===== src/source/autotest_pkg.sv =====
// autotest shared definitions
package autotest_pkg;

  localparam int BYTE_W = 8;
  localparam int WORD_W = 32;
  localparam int BLOCK_BYTES = 512;

  typedef logic [BYTE_W-1:0] byte_t;
  typedef logic [WORD_W-1:0] word_t;
  typedef logic [31:0] blk_addr_t;
  typedef logic [$clog2(BLOCK_BYTES)-1:0] byte_ofs_t;
  typedef logic [15:0] cycle_cnt_t;
  typedef logic [15:0] err_cnt_t;

  localparam blk_addr_t INITIAL_BLOCK = 32'h100000;
  localparam word_t SIGNATURE = 32'hAABBCCDD;
  localparam int TIMEOUT_CYCLES = 2000;

  // field offsets inside a block, signature sits at 0
  localparam int OFS_A = 4;
  localparam int OFS_B = 8;
  localparam int OFS_EXP = 12;

  typedef enum logic [2:0] {
    IDLE,
    SPI_RESET,
    SPI_WAIT,
    FETCH,
    CHECK_SIG,
    RUN,
    NEXT_BLOCK,
    FINISH
  } ctrl_state_t;

  typedef enum logic [2:0] {
    RD_IDLE,
    RD_REQ,
    RD_WAIT_BLOCK,
    RD_SAMPLE,
    RD_BYTE_REQ,
    RD_BYTE_WAIT
  } rd_state_t;

endpackage


===== src/source/autotest_ctrl.sv =====
// self-test sequencer fsm
`timescale 1ns/1ns
module autotest_ctrl (
  input  logic                    clk,
  input  logic                    rst,
  input  logic                    start_i,
  input  logic                    spi_busy_i,
  output logic                    spi_rst_o,
  output autotest_pkg::blk_addr_t spi_block_addr_o,
  output logic                    fetch_start_o,
  input  logic                    fetch_done_i,
  output logic                    clear_vector_o,
  input  autotest_pkg::word_t     signature_i,
  output logic                    run_start_o,
  input  logic                    run_done_i,
  output logic                    clear_errors_o,
  output logic                    done_o
);

  autotest_pkg::ctrl_state_t state;
  autotest_pkg::ctrl_state_t state_nxt;
  logic fetch_kick;
  logic sig_match;

  assign sig_match = (signature_i == autotest_pkg::SIGNATURE);

  // one pulse opens each fetch and wipes the old vector
  assign fetch_start_o = fetch_kick;
  assign clear_vector_o = fetch_kick;

  always_comb begin
    state_nxt = state;
    spi_rst_o = 1'b0;
    clear_errors_o = 1'b0;
    run_start_o = 1'b0;
    done_o = 1'b0;
    case (state)
      autotest_pkg::IDLE: begin
        if (start_i) begin
          clear_errors_o = 1'b1;
          state_nxt = autotest_pkg::SPI_RESET;
        end
      end
      autotest_pkg::SPI_RESET: begin
        spi_rst_o = 1'b1;
        if (spi_busy_i) begin
          state_nxt = autotest_pkg::SPI_WAIT;
        end
      end
      autotest_pkg::SPI_WAIT: begin
        if (!spi_busy_i) begin
          state_nxt = autotest_pkg::FETCH;
        end
      end
      autotest_pkg::FETCH: begin
        if (fetch_done_i) begin
          state_nxt = autotest_pkg::CHECK_SIG;
        end
      end
      autotest_pkg::CHECK_SIG: begin
        // a foreign block marks the end of the test set
        if (sig_match) begin
          run_start_o = 1'b1;
          state_nxt = autotest_pkg::RUN;
        end else begin
          state_nxt = autotest_pkg::FINISH;
        end
      end
      autotest_pkg::RUN: begin
        if (run_done_i) begin
          state_nxt = autotest_pkg::NEXT_BLOCK;
        end
      end
      autotest_pkg::NEXT_BLOCK: state_nxt = autotest_pkg::FETCH;
      autotest_pkg::FINISH: begin
        done_o = 1'b1;
        state_nxt = autotest_pkg::IDLE;
      end
      default: state_nxt = autotest_pkg::IDLE;
    endcase
  end

  always_ff @(posedge clk) begin
    if (rst) begin
      state <= autotest_pkg::IDLE;
      spi_block_addr_o <= autotest_pkg::INITIAL_BLOCK;
      fetch_kick <= 1'b0;
    end else begin
      state <= state_nxt;
      fetch_kick <= (state_nxt == autotest_pkg::FETCH) && (state != autotest_pkg::FETCH);
      if (state == autotest_pkg::IDLE && start_i) begin
        spi_block_addr_o <= autotest_pkg::INITIAL_BLOCK;
      end else if (state == autotest_pkg::NEXT_BLOCK) begin
        spi_block_addr_o <= spi_block_addr_o + 1'b1;
      end
    end
  end

  assert property (@(posedge clk) disable iff (rst) !(fetch_start_o && run_start_o));

  // done is a single pulse out of FINISH
  assert property (@(posedge clk) disable iff (rst)
    done_o |-> (state == autotest_pkg::FINISH) ##1 (state == autotest_pkg::IDLE && !done_o));

endmodule


===== src/source/autotest_top.sv =====
// hardware self-test top
`timescale 1ns/1ns
module autotest_top (
  input  logic                    clk,
  input  logic                    rst,
  input  logic                    start_i,
  input  logic                    spi_busy_i,
  input  autotest_pkg::byte_t     spi_data_i,
  input  logic                    spi_err_i,
  output logic                    spi_rst_o,
  output logic                    spi_r_block_o,
  output logic                    spi_r_byte_o,
  output autotest_pkg::blk_addr_t spi_block_addr_o,
  output logic                    uut_rst_o,
  output autotest_pkg::word_t     uut_a_o,
  output autotest_pkg::word_t     uut_b_o,
  input  autotest_pkg::word_t     uut_result_i,
  input  logic                    uut_end_i,
  input  logic                    uut_err_i,
  output autotest_pkg::err_cnt_t  error_count_o,
  output logic                    done_o
);

  logic fetch_start;
  logic fetch_done;
  logic clear_vector;
  logic byte_valid;
  autotest_pkg::byte_t byte_data;
  autotest_pkg::byte_ofs_t byte_ofs;
  autotest_pkg::word_t signature;
  autotest_pkg::word_t expected;
  logic run_start;
  logic run_done;
  logic clear_errors;

  // spi_err_i is not acted upon, a bad read shows up as a signature mismatch

  autotest_ctrl ctrl_i (
    .clk              (clk),
    .rst              (rst),
    .start_i          (start_i),
    .spi_busy_i       (spi_busy_i),
    .spi_rst_o        (spi_rst_o),
    .spi_block_addr_o (spi_block_addr_o),
    .fetch_start_o    (fetch_start),
    .fetch_done_i     (fetch_done),
    .clear_vector_o   (clear_vector),
    .signature_i      (signature),
    .run_start_o      (run_start),
    .run_done_i       (run_done),
    .clear_errors_o   (clear_errors),
    .done_o           (done_o)
  );

  sd_block_reader reader_i (
    .clk           (clk),
    .rst           (rst),
    .fetch_start_i (fetch_start),
    .spi_busy_i    (spi_busy_i),
    .spi_data_i    (spi_data_i),
    .spi_r_block_o (spi_r_block_o),
    .spi_r_byte_o  (spi_r_byte_o),
    .byte_valid_o  (byte_valid),
    .byte_data_o   (byte_data),
    .byte_ofs_o    (byte_ofs),
    .fetch_done_o  (fetch_done)
  );

  vector_loader loader_i (
    .clk          (clk),
    .rst          (rst),
    .clear_i      (clear_vector),
    .byte_valid_i (byte_valid),
    .byte_data_i  (byte_data),
    .byte_ofs_i   (byte_ofs),
    .signature_o  (signature),
    .operand_a_o  (uut_a_o),
    .operand_b_o  (uut_b_o),
    .expected_o   (expected)
  );

  test_runner runner_i (
    .clk            (clk),
    .rst            (rst),
    .run_start_i    (run_start),
    .clear_errors_i (clear_errors),
    .expected_i     (expected),
    .uut_rst_o      (uut_rst_o),
    .uut_result_i   (uut_result_i),
    .uut_end_i      (uut_end_i),
    .uut_err_i      (uut_err_i),
    .run_done_o     (run_done),
    .error_count_o  (error_count_o)
  );

endmodule


===== src/source/sd_block_reader.sv =====
// sd card block reader
`timescale 1ns/1ns
module sd_block_reader (
  input  logic                    clk,
  input  logic                    rst,
  input  logic                    fetch_start_i,
  input  logic                    spi_busy_i,
  input  autotest_pkg::byte_t     spi_data_i,
  output logic                    spi_r_block_o,
  output logic                    spi_r_byte_o,
  output logic                    byte_valid_o,
  output autotest_pkg::byte_t     byte_data_o,
  output autotest_pkg::byte_ofs_t byte_ofs_o,
  output logic                    fetch_done_o
);

  autotest_pkg::rd_state_t state;
  autotest_pkg::rd_state_t state_nxt;
  autotest_pkg::byte_ofs_t ofs;
  logic last_byte;

  assign last_byte = (ofs == autotest_pkg::byte_ofs_t'(autotest_pkg::BLOCK_BYTES - 1));
  assign byte_data_o = spi_data_i;
  assign byte_ofs_o = ofs;

  always_comb begin
    state_nxt = state;
    spi_r_block_o = 1'b0;
    spi_r_byte_o = 1'b0;
    byte_valid_o = 1'b0;
    fetch_done_o = 1'b0;
    case (state)
      autotest_pkg::RD_IDLE: begin
        if (fetch_start_i) begin
          state_nxt = autotest_pkg::RD_REQ;
        end
      end
      autotest_pkg::RD_REQ: begin
        spi_r_block_o = 1'b1;
        if (spi_busy_i) begin
          state_nxt = autotest_pkg::RD_WAIT_BLOCK;
        end
      end
      autotest_pkg::RD_WAIT_BLOCK: begin
        spi_r_block_o = 1'b1;
        if (!spi_busy_i) begin
          state_nxt = autotest_pkg::RD_SAMPLE;
        end
      end
      autotest_pkg::RD_SAMPLE: begin
        // host data is valid here, hand it on
        spi_r_block_o = 1'b1;
        byte_valid_o = 1'b1;
        if (last_byte) begin
          fetch_done_o = 1'b1;
          state_nxt = autotest_pkg::RD_IDLE;
        end else begin
          state_nxt = autotest_pkg::RD_BYTE_REQ;
        end
      end
      autotest_pkg::RD_BYTE_REQ: begin
        spi_r_block_o = 1'b1;
        spi_r_byte_o = 1'b1;
        if (spi_busy_i) begin
          state_nxt = autotest_pkg::RD_BYTE_WAIT;
        end
      end
      autotest_pkg::RD_BYTE_WAIT: begin
        spi_r_block_o = 1'b1;
        if (!spi_busy_i) begin
          state_nxt = autotest_pkg::RD_SAMPLE;
        end
      end
      default: state_nxt = autotest_pkg::RD_IDLE;
    endcase
  end

  always_ff @(posedge clk) begin
    if (rst) begin
      state <= autotest_pkg::RD_IDLE;
      ofs <= '0;
    end else begin
      state <= state_nxt;
      // wraps back to zero after the last byte
      if (byte_valid_o) begin
        ofs <= ofs + 1'b1;
      end
    end
  end

  assert property (@(posedge clk) disable iff (rst) spi_r_byte_o |-> spi_r_block_o);

endmodule


===== src/source/test_runner.sv =====
// uut run and result check
`timescale 1ns/1ns
module test_runner (
  input  logic                   clk,
  input  logic                   rst,
  input  logic                   run_start_i,
  input  logic                   clear_errors_i,
  input  autotest_pkg::word_t    expected_i,
  output logic                   uut_rst_o,
  input  autotest_pkg::word_t    uut_result_i,
  input  logic                   uut_end_i,
  input  logic                   uut_err_i,
  output logic                   run_done_o,
  output autotest_pkg::err_cnt_t error_count_o
);

  autotest_pkg::cycle_cnt_t cycle_cnt;
  logic running;
  logic timeout;
  logic run_end;
  logic fail;

  assign uut_rst_o = !running;
  assign timeout = (cycle_cnt == autotest_pkg::cycle_cnt_t'(autotest_pkg::TIMEOUT_CYCLES - 1));
  assign run_end = running && (uut_end_i || uut_err_i || timeout);

  // without end or err the run timed out
  assign fail = uut_err_i || !uut_end_i || (uut_result_i != expected_i);

  always_ff @(posedge clk) begin
    if (rst) begin
      running <= 1'b0;
      cycle_cnt <= '0;
      run_done_o <= 1'b0;
      error_count_o <= '0;
    end else begin
      run_done_o <= run_end;
      if (run_start_i) begin
        running <= 1'b1;
        cycle_cnt <= '0;
      end else if (run_end) begin
        running <= 1'b0;
      end else if (running) begin
        cycle_cnt <= cycle_cnt + 1'b1;
      end
      if (clear_errors_i) begin
        error_count_o <= '0;
      end else if (run_end && fail) begin
        error_count_o <= error_count_o + 1'b1;
      end
    end
  end

  assert property (@(posedge clk) disable iff (rst) run_done_o |-> uut_rst_o);

endmodule


===== src/source/vector_loader.sv =====
// test vector loader
`timescale 1ns/1ns
module vector_loader (
  input  logic                    clk,
  input  logic                    rst,
  input  logic                    clear_i,
  input  logic                    byte_valid_i,
  input  autotest_pkg::byte_t     byte_data_i,
  input  autotest_pkg::byte_ofs_t byte_ofs_i,
  output autotest_pkg::word_t     signature_o,
  output autotest_pkg::word_t     operand_a_o,
  output autotest_pkg::word_t     operand_b_o,
  output autotest_pkg::word_t     expected_o
);

  logic [$bits(autotest_pkg::byte_ofs_t)-3:0] word_idx;
  logic [1:0] lane;

  // every field is one aligned word
  assign word_idx = byte_ofs_i[$bits(autotest_pkg::byte_ofs_t)-1:2];
  assign lane = byte_ofs_i[1:0];

  always_ff @(posedge clk) begin
    if (rst || clear_i) begin
      signature_o <= '0;
      operand_a_o <= '0;
      operand_b_o <= '0;
      expected_o <= '0;
    end else if (byte_valid_i) begin
      case (word_idx)
        // signature arrives msb first
        0: signature_o[(3 - lane) * autotest_pkg::BYTE_W +: autotest_pkg::BYTE_W] <= byte_data_i;
        autotest_pkg::OFS_A / 4: begin
          operand_a_o[lane * autotest_pkg::BYTE_W +: autotest_pkg::BYTE_W] <= byte_data_i;
        end
        autotest_pkg::OFS_B / 4: begin
          operand_b_o[lane * autotest_pkg::BYTE_W +: autotest_pkg::BYTE_W] <= byte_data_i;
        end
        autotest_pkg::OFS_EXP / 4: begin
          expected_o[lane * autotest_pkg::BYTE_W +: autotest_pkg::BYTE_W] <= byte_data_i;
        end
        default: ;
      endcase
    end
  end

endmodule

===== config.mk =====
export PLATFORM = sky130hd
export DESIGN_NAME = autotest_top
export DESIGN_NICKNAME = d
export VERILOG_FILES = /design/src/source/autotest_pkg.sv /design/src/source/autotest_ctrl.sv /design/src/source/autotest_top.sv /design/src/source/sd_block_reader.sv /design/src/source/test_runner.sv /design/src/source/vector_loader.sv
export SDC_FILE = /design/constraint.sdc
export NUM_CORES = 1
export LEC_CHECK = 0
export ABC_AREA = 0
export BUFFER_PORTS_ARGS = -buffer_cell sky130_fd_sc_hd__buf_2
export CAP_MARGIN = 20
export CORE_MARGIN = 2
export CORE_UTILIZATION = 40
export CTS_CLUSTER_SIZE = 14
export DETAILED_ROUTE_END_ITERATION = 10
export PLACE_DENSITY_LB_ADDON = 0.05
export SYNTH_ARGS = -nofsm -noshare
export SYNTH_HDL_FRONTEND = slang
export SYNTH_SLANG_ARGS = --single-unit

===== constraint.sdc =====
create_clock -name clk -period 4.49 [get_ports clk]
set_input_delay 0.449 -clock clk [delete_from_list [all_inputs] [get_ports clk]]
set_output_delay 0.449 -clock clk [all_outputs]
set_load 0.05 [all_outputs]

==> summary.md <==
| Metric | Value |
|---|---|
| Initial antenna violation count | `5` |
| Status | `finished, final reports clean` |
| CTS Sinks | `210` |
| Vias per inst | `5.31` |
| #FFs+latches synth | `210` |
| Setup violators final | `0` |
| Final nets | `1,313` |
| Drt total wl | `25.4 mm` |
| Post-CTS Setup Repair Bufs | `0` |
| Setup WS pre-CTS | `1.59 ns` |
| Sequential fraction of design power | `47.4%` |
| Dpl hpwl | `17.6 mm` |
| # DRC | `0` |
| Fillers | `2,287` |
| Detail Route Antenna Nets | `0` |
| Crit start category | `register` |
| Die area | `0.0242 sq mm` |
| Core region area | `0.0226 sq mm` |
| Setup ws final | `1.63 ns` |
| Hold Path Class | `primary input to register` |
| Combinational share of power | `4.8%` |
| Grt total ovfl | `0` |
| Ranking of synthesized cells by area | `dfxtp_1, nand3_1, a21oi_1` |
| Chip width | `156 um` |
| Internal power | `3.05 mW` |
| Clock buffers created by TritonCTS | `25` |
| CP cell instances | `or4_1 > or3b_2 > nor3_4 > nand2_1 > a32oi_1 > nor2_1` |
| Maximum VDD drop | `0.203 mV` |
| Sw Share | `23.4%` |
| Unique cell type count in the Yosys netlist | `49` |
| Register area share after synthesis | `45.8%` |
| Post-synthesis cell type with the largest combined area | `dfxtp_1` |
| Area grow syn2layout | `19.2%` |
| I/O pins | `164` |
| Clock tree buffer depth | `3` |
| Post-CTS Hold Fix Bufs | `0` |
| Final count of hold timing violations | `0` |
| Num rows | `55` |
| Final period util | `63.8%` |
| Die Height | `156 um` |
| Multi-input logic area | `0.00467 sq mm` |
| Finished Core Util | `48.5%` |
| Net Count, Synth | `1,185` |
| First-pass GRT wire length | `40.3 mm` |
| Placed Cells | `1,512` |
| Worst-margin pin slew | `0.980 ns` |
| Share of the synthesized area in the top cell type | `45.8%` |
| Data required time of the worst path | `4.88 ns` |
| Synth Instances | `1,126` |
| P_sw | `931 uW` |
| Setup CP Type | `register to register` |
| Syn avg cell area | `8.16 sq um` |
| Vias | `8,274` |
| Cell area after synthesis | `0.00918 sq mm` |
| Initial DRC count | `524` |
| Yosys warns | `0` |
| Post-CTS Resized | `0` |
| Critical Path Fanout Max | `19` |
| Layout Cells excl Fill | `1,558` |
| Total power | `3.98 mW` |
| Most common cell after layout, fill and taps aside | `dfxtp_1` |
| H-tree depth | `1` |
| Ys async rst share | `0%` |
| Total GRT Usage | `20.4%` |
| Vias in the first global route | `7,639` |
| Leakage | `3.97 nW` |
| Slowest stage cell on the critical path | `nor3_4` |
| Max-slew headroom | `34.6%` |
| Storage cell area | `0.00420 sq mm` |
| Share of layout cells above drive strength 1 | `17.6%` |
| Power density over the cells | `364 mW/mm^2` |
| Maximum capacitance violations | `0` |
| Synth Flop Type | `dfxtp_1` |
| Pins Over Slew Limit | `0` |
| Max Freq | `349 MHz` |
| Iteration count of the initial detailed-routing pass | `7` |
| RSZ-0062 raised after global routing | `no` |
| Mean routed wirelength per cell | `16.3 um` |
| Largest net degree at the start of global routing | `49` |
| Final cell area excluding filler cells | `0.0109 sq mm` |
| Crit path time final | `2.86 ns` |
| Critical Path Sink Type | `register` |
| Crit path arrival time | `3.25 ns` |
| I/O Buffers | `162` |
| CTS tree | `built` |
| Skew-Pair Late Insertion Delay | `0.52 ns` |
| Starting Density | `40.7%` |
| Max Clock Skew | `0.0104 ns` |
| GPL Wtd Cong | `0.809` |
| Clk root buf | `clkbuf_16` |
| Placed cell area | `0.0102 sq mm` |
| Clock transition at path regs | `0.06 ns` |
| Commonest non-fill, non-tap cells in the layout | `dfxtp_1, buf_2, nand2_1` |
| Worst path max stage delay | `0.68 ns` |
| Clock network power share | `47.8%` |
| Setup TNS | `0 ns` |
| WP buf/inv | `0` |
| Post-synth EDFFs | `0` |
| Worst hold slack | `0.303 ns` |
| CP top delay family | `simple AND/OR/NAND/NOR gates` |
==> worst reg2reg max path, cell delays in order (launching register included) <==
cell     delay (ns)
dfxtp_1        0.35
or4_1          0.53
or3b_2         0.51
nor3_4         0.68
nand2_1        0.39
a32oi_1        0.25
nor2_1         0.05
==> state kept, by name, indices dropped and copies added (netlist names), 9 cells and up <==
| name | count |
|---|---|
| ctrl_i.spi_block_addr_o | 32 |
| loader_i.expected_o | 32 |
| loader_i.operand_a_o | 32 |
| loader_i.operand_b_o | 32 |
| loader_i.signature_o | 32 |
| reader_i.byte_ofs_o | 9 |
| runner_i.cycle_cnt | 16 |
| runner_i.error_count_o | 16 |
==> worst paths after layout <==
| kind | startpoint | cells after the start | to | slack, ns |
|---|---|---|---|---|
| worst max register to register | reader_i.byte_ofs_o[4]$_SDFFE_PP0P_ | 6 | loader_i.operand_b_o[0]$_SDFFE_PP0P_ | 1.63 |
| worst max-delay path | reader_i.byte_ofs_o[4]$_SDFFE_PP0P_ | 6 | loader_i.operand_b_o[0]$_SDFFE_PP0P_ | 1.63 |
| worst min-delay path | spi_data_i[6] | 3 | loader_i.signature_o[30]$_SDFFE_PP0P_ | 0.30 |
| worst min register to register | loader_i.signature_o[5]$_SDFFE_PP0P_ | 2 | loader_i.signature_o[5]$_SDFFE_PP0P_ | 0.45 |
==> layer usage <==
metal,track usage [%],share of wire (%),up-vias
met4,4.28,1.3,4
met1,28.7,48,3805
li1,-,-,4211
met5,0,0.11,-
met2,32.1,44,223
met3,4.57,6.8,31
==> layout make-up <==
class                      count  area share [%]
antenna                        3          0.0686
tap                          285            3.26
clock inverter                 6           0.400
timing repair buffer         173            8.16
inverter                      10           0.343
sequential                   210            38.4
multi-input combinational    834            42.7
clock buffer                  37            6.68
==> power by group through the flow <==
stage          registers (mW)  clock network (mW)  logic, mW
2_1_floorplan            1.92                   0      0.139
3_3_place_gp             1.93                   0      0.193
3_5_place_dp             1.93                   0      0.192
4_1_cts                  1.89                1.96      0.193
5_1_grt                  1.89                2.03      0.208
6_report                 1.89                1.90      0.190
==> kinds of logic after synthesis <==
group | after synthesis | synth area share (%)
xor gates and xnor gates | 79 | 7.54
muxes | 2 | 0.218
DFF | 210 | 45.8
AOI/OAI and AO/OA | 192 | 12.3
buffers and inverters | 82 | 3.57
adders and majority gates | 12 | 1.64
and+or+nand+nor | 549 | 29.0
==> Yosys cell counts, types with 6 or more instances <==
cell type	instances
or3_1	11
a21oi_1	135
nand3_1	139
xnor2_1	47
ha_1	12
nor3_1	19
nand2_1	153
and4_1	8
clkbuf_1	64
a32oi_1	24
nand4_1	22
or4_1	13
o21ai_0	9
nor2_1	122
and3_1	11
nor2b_1	6
nand2b_1	11
o31ai_1	11
inv_1	10
dfxtp_1	210
xor2_1	32
Note: power is estimated with default switching activity, not from simulation.
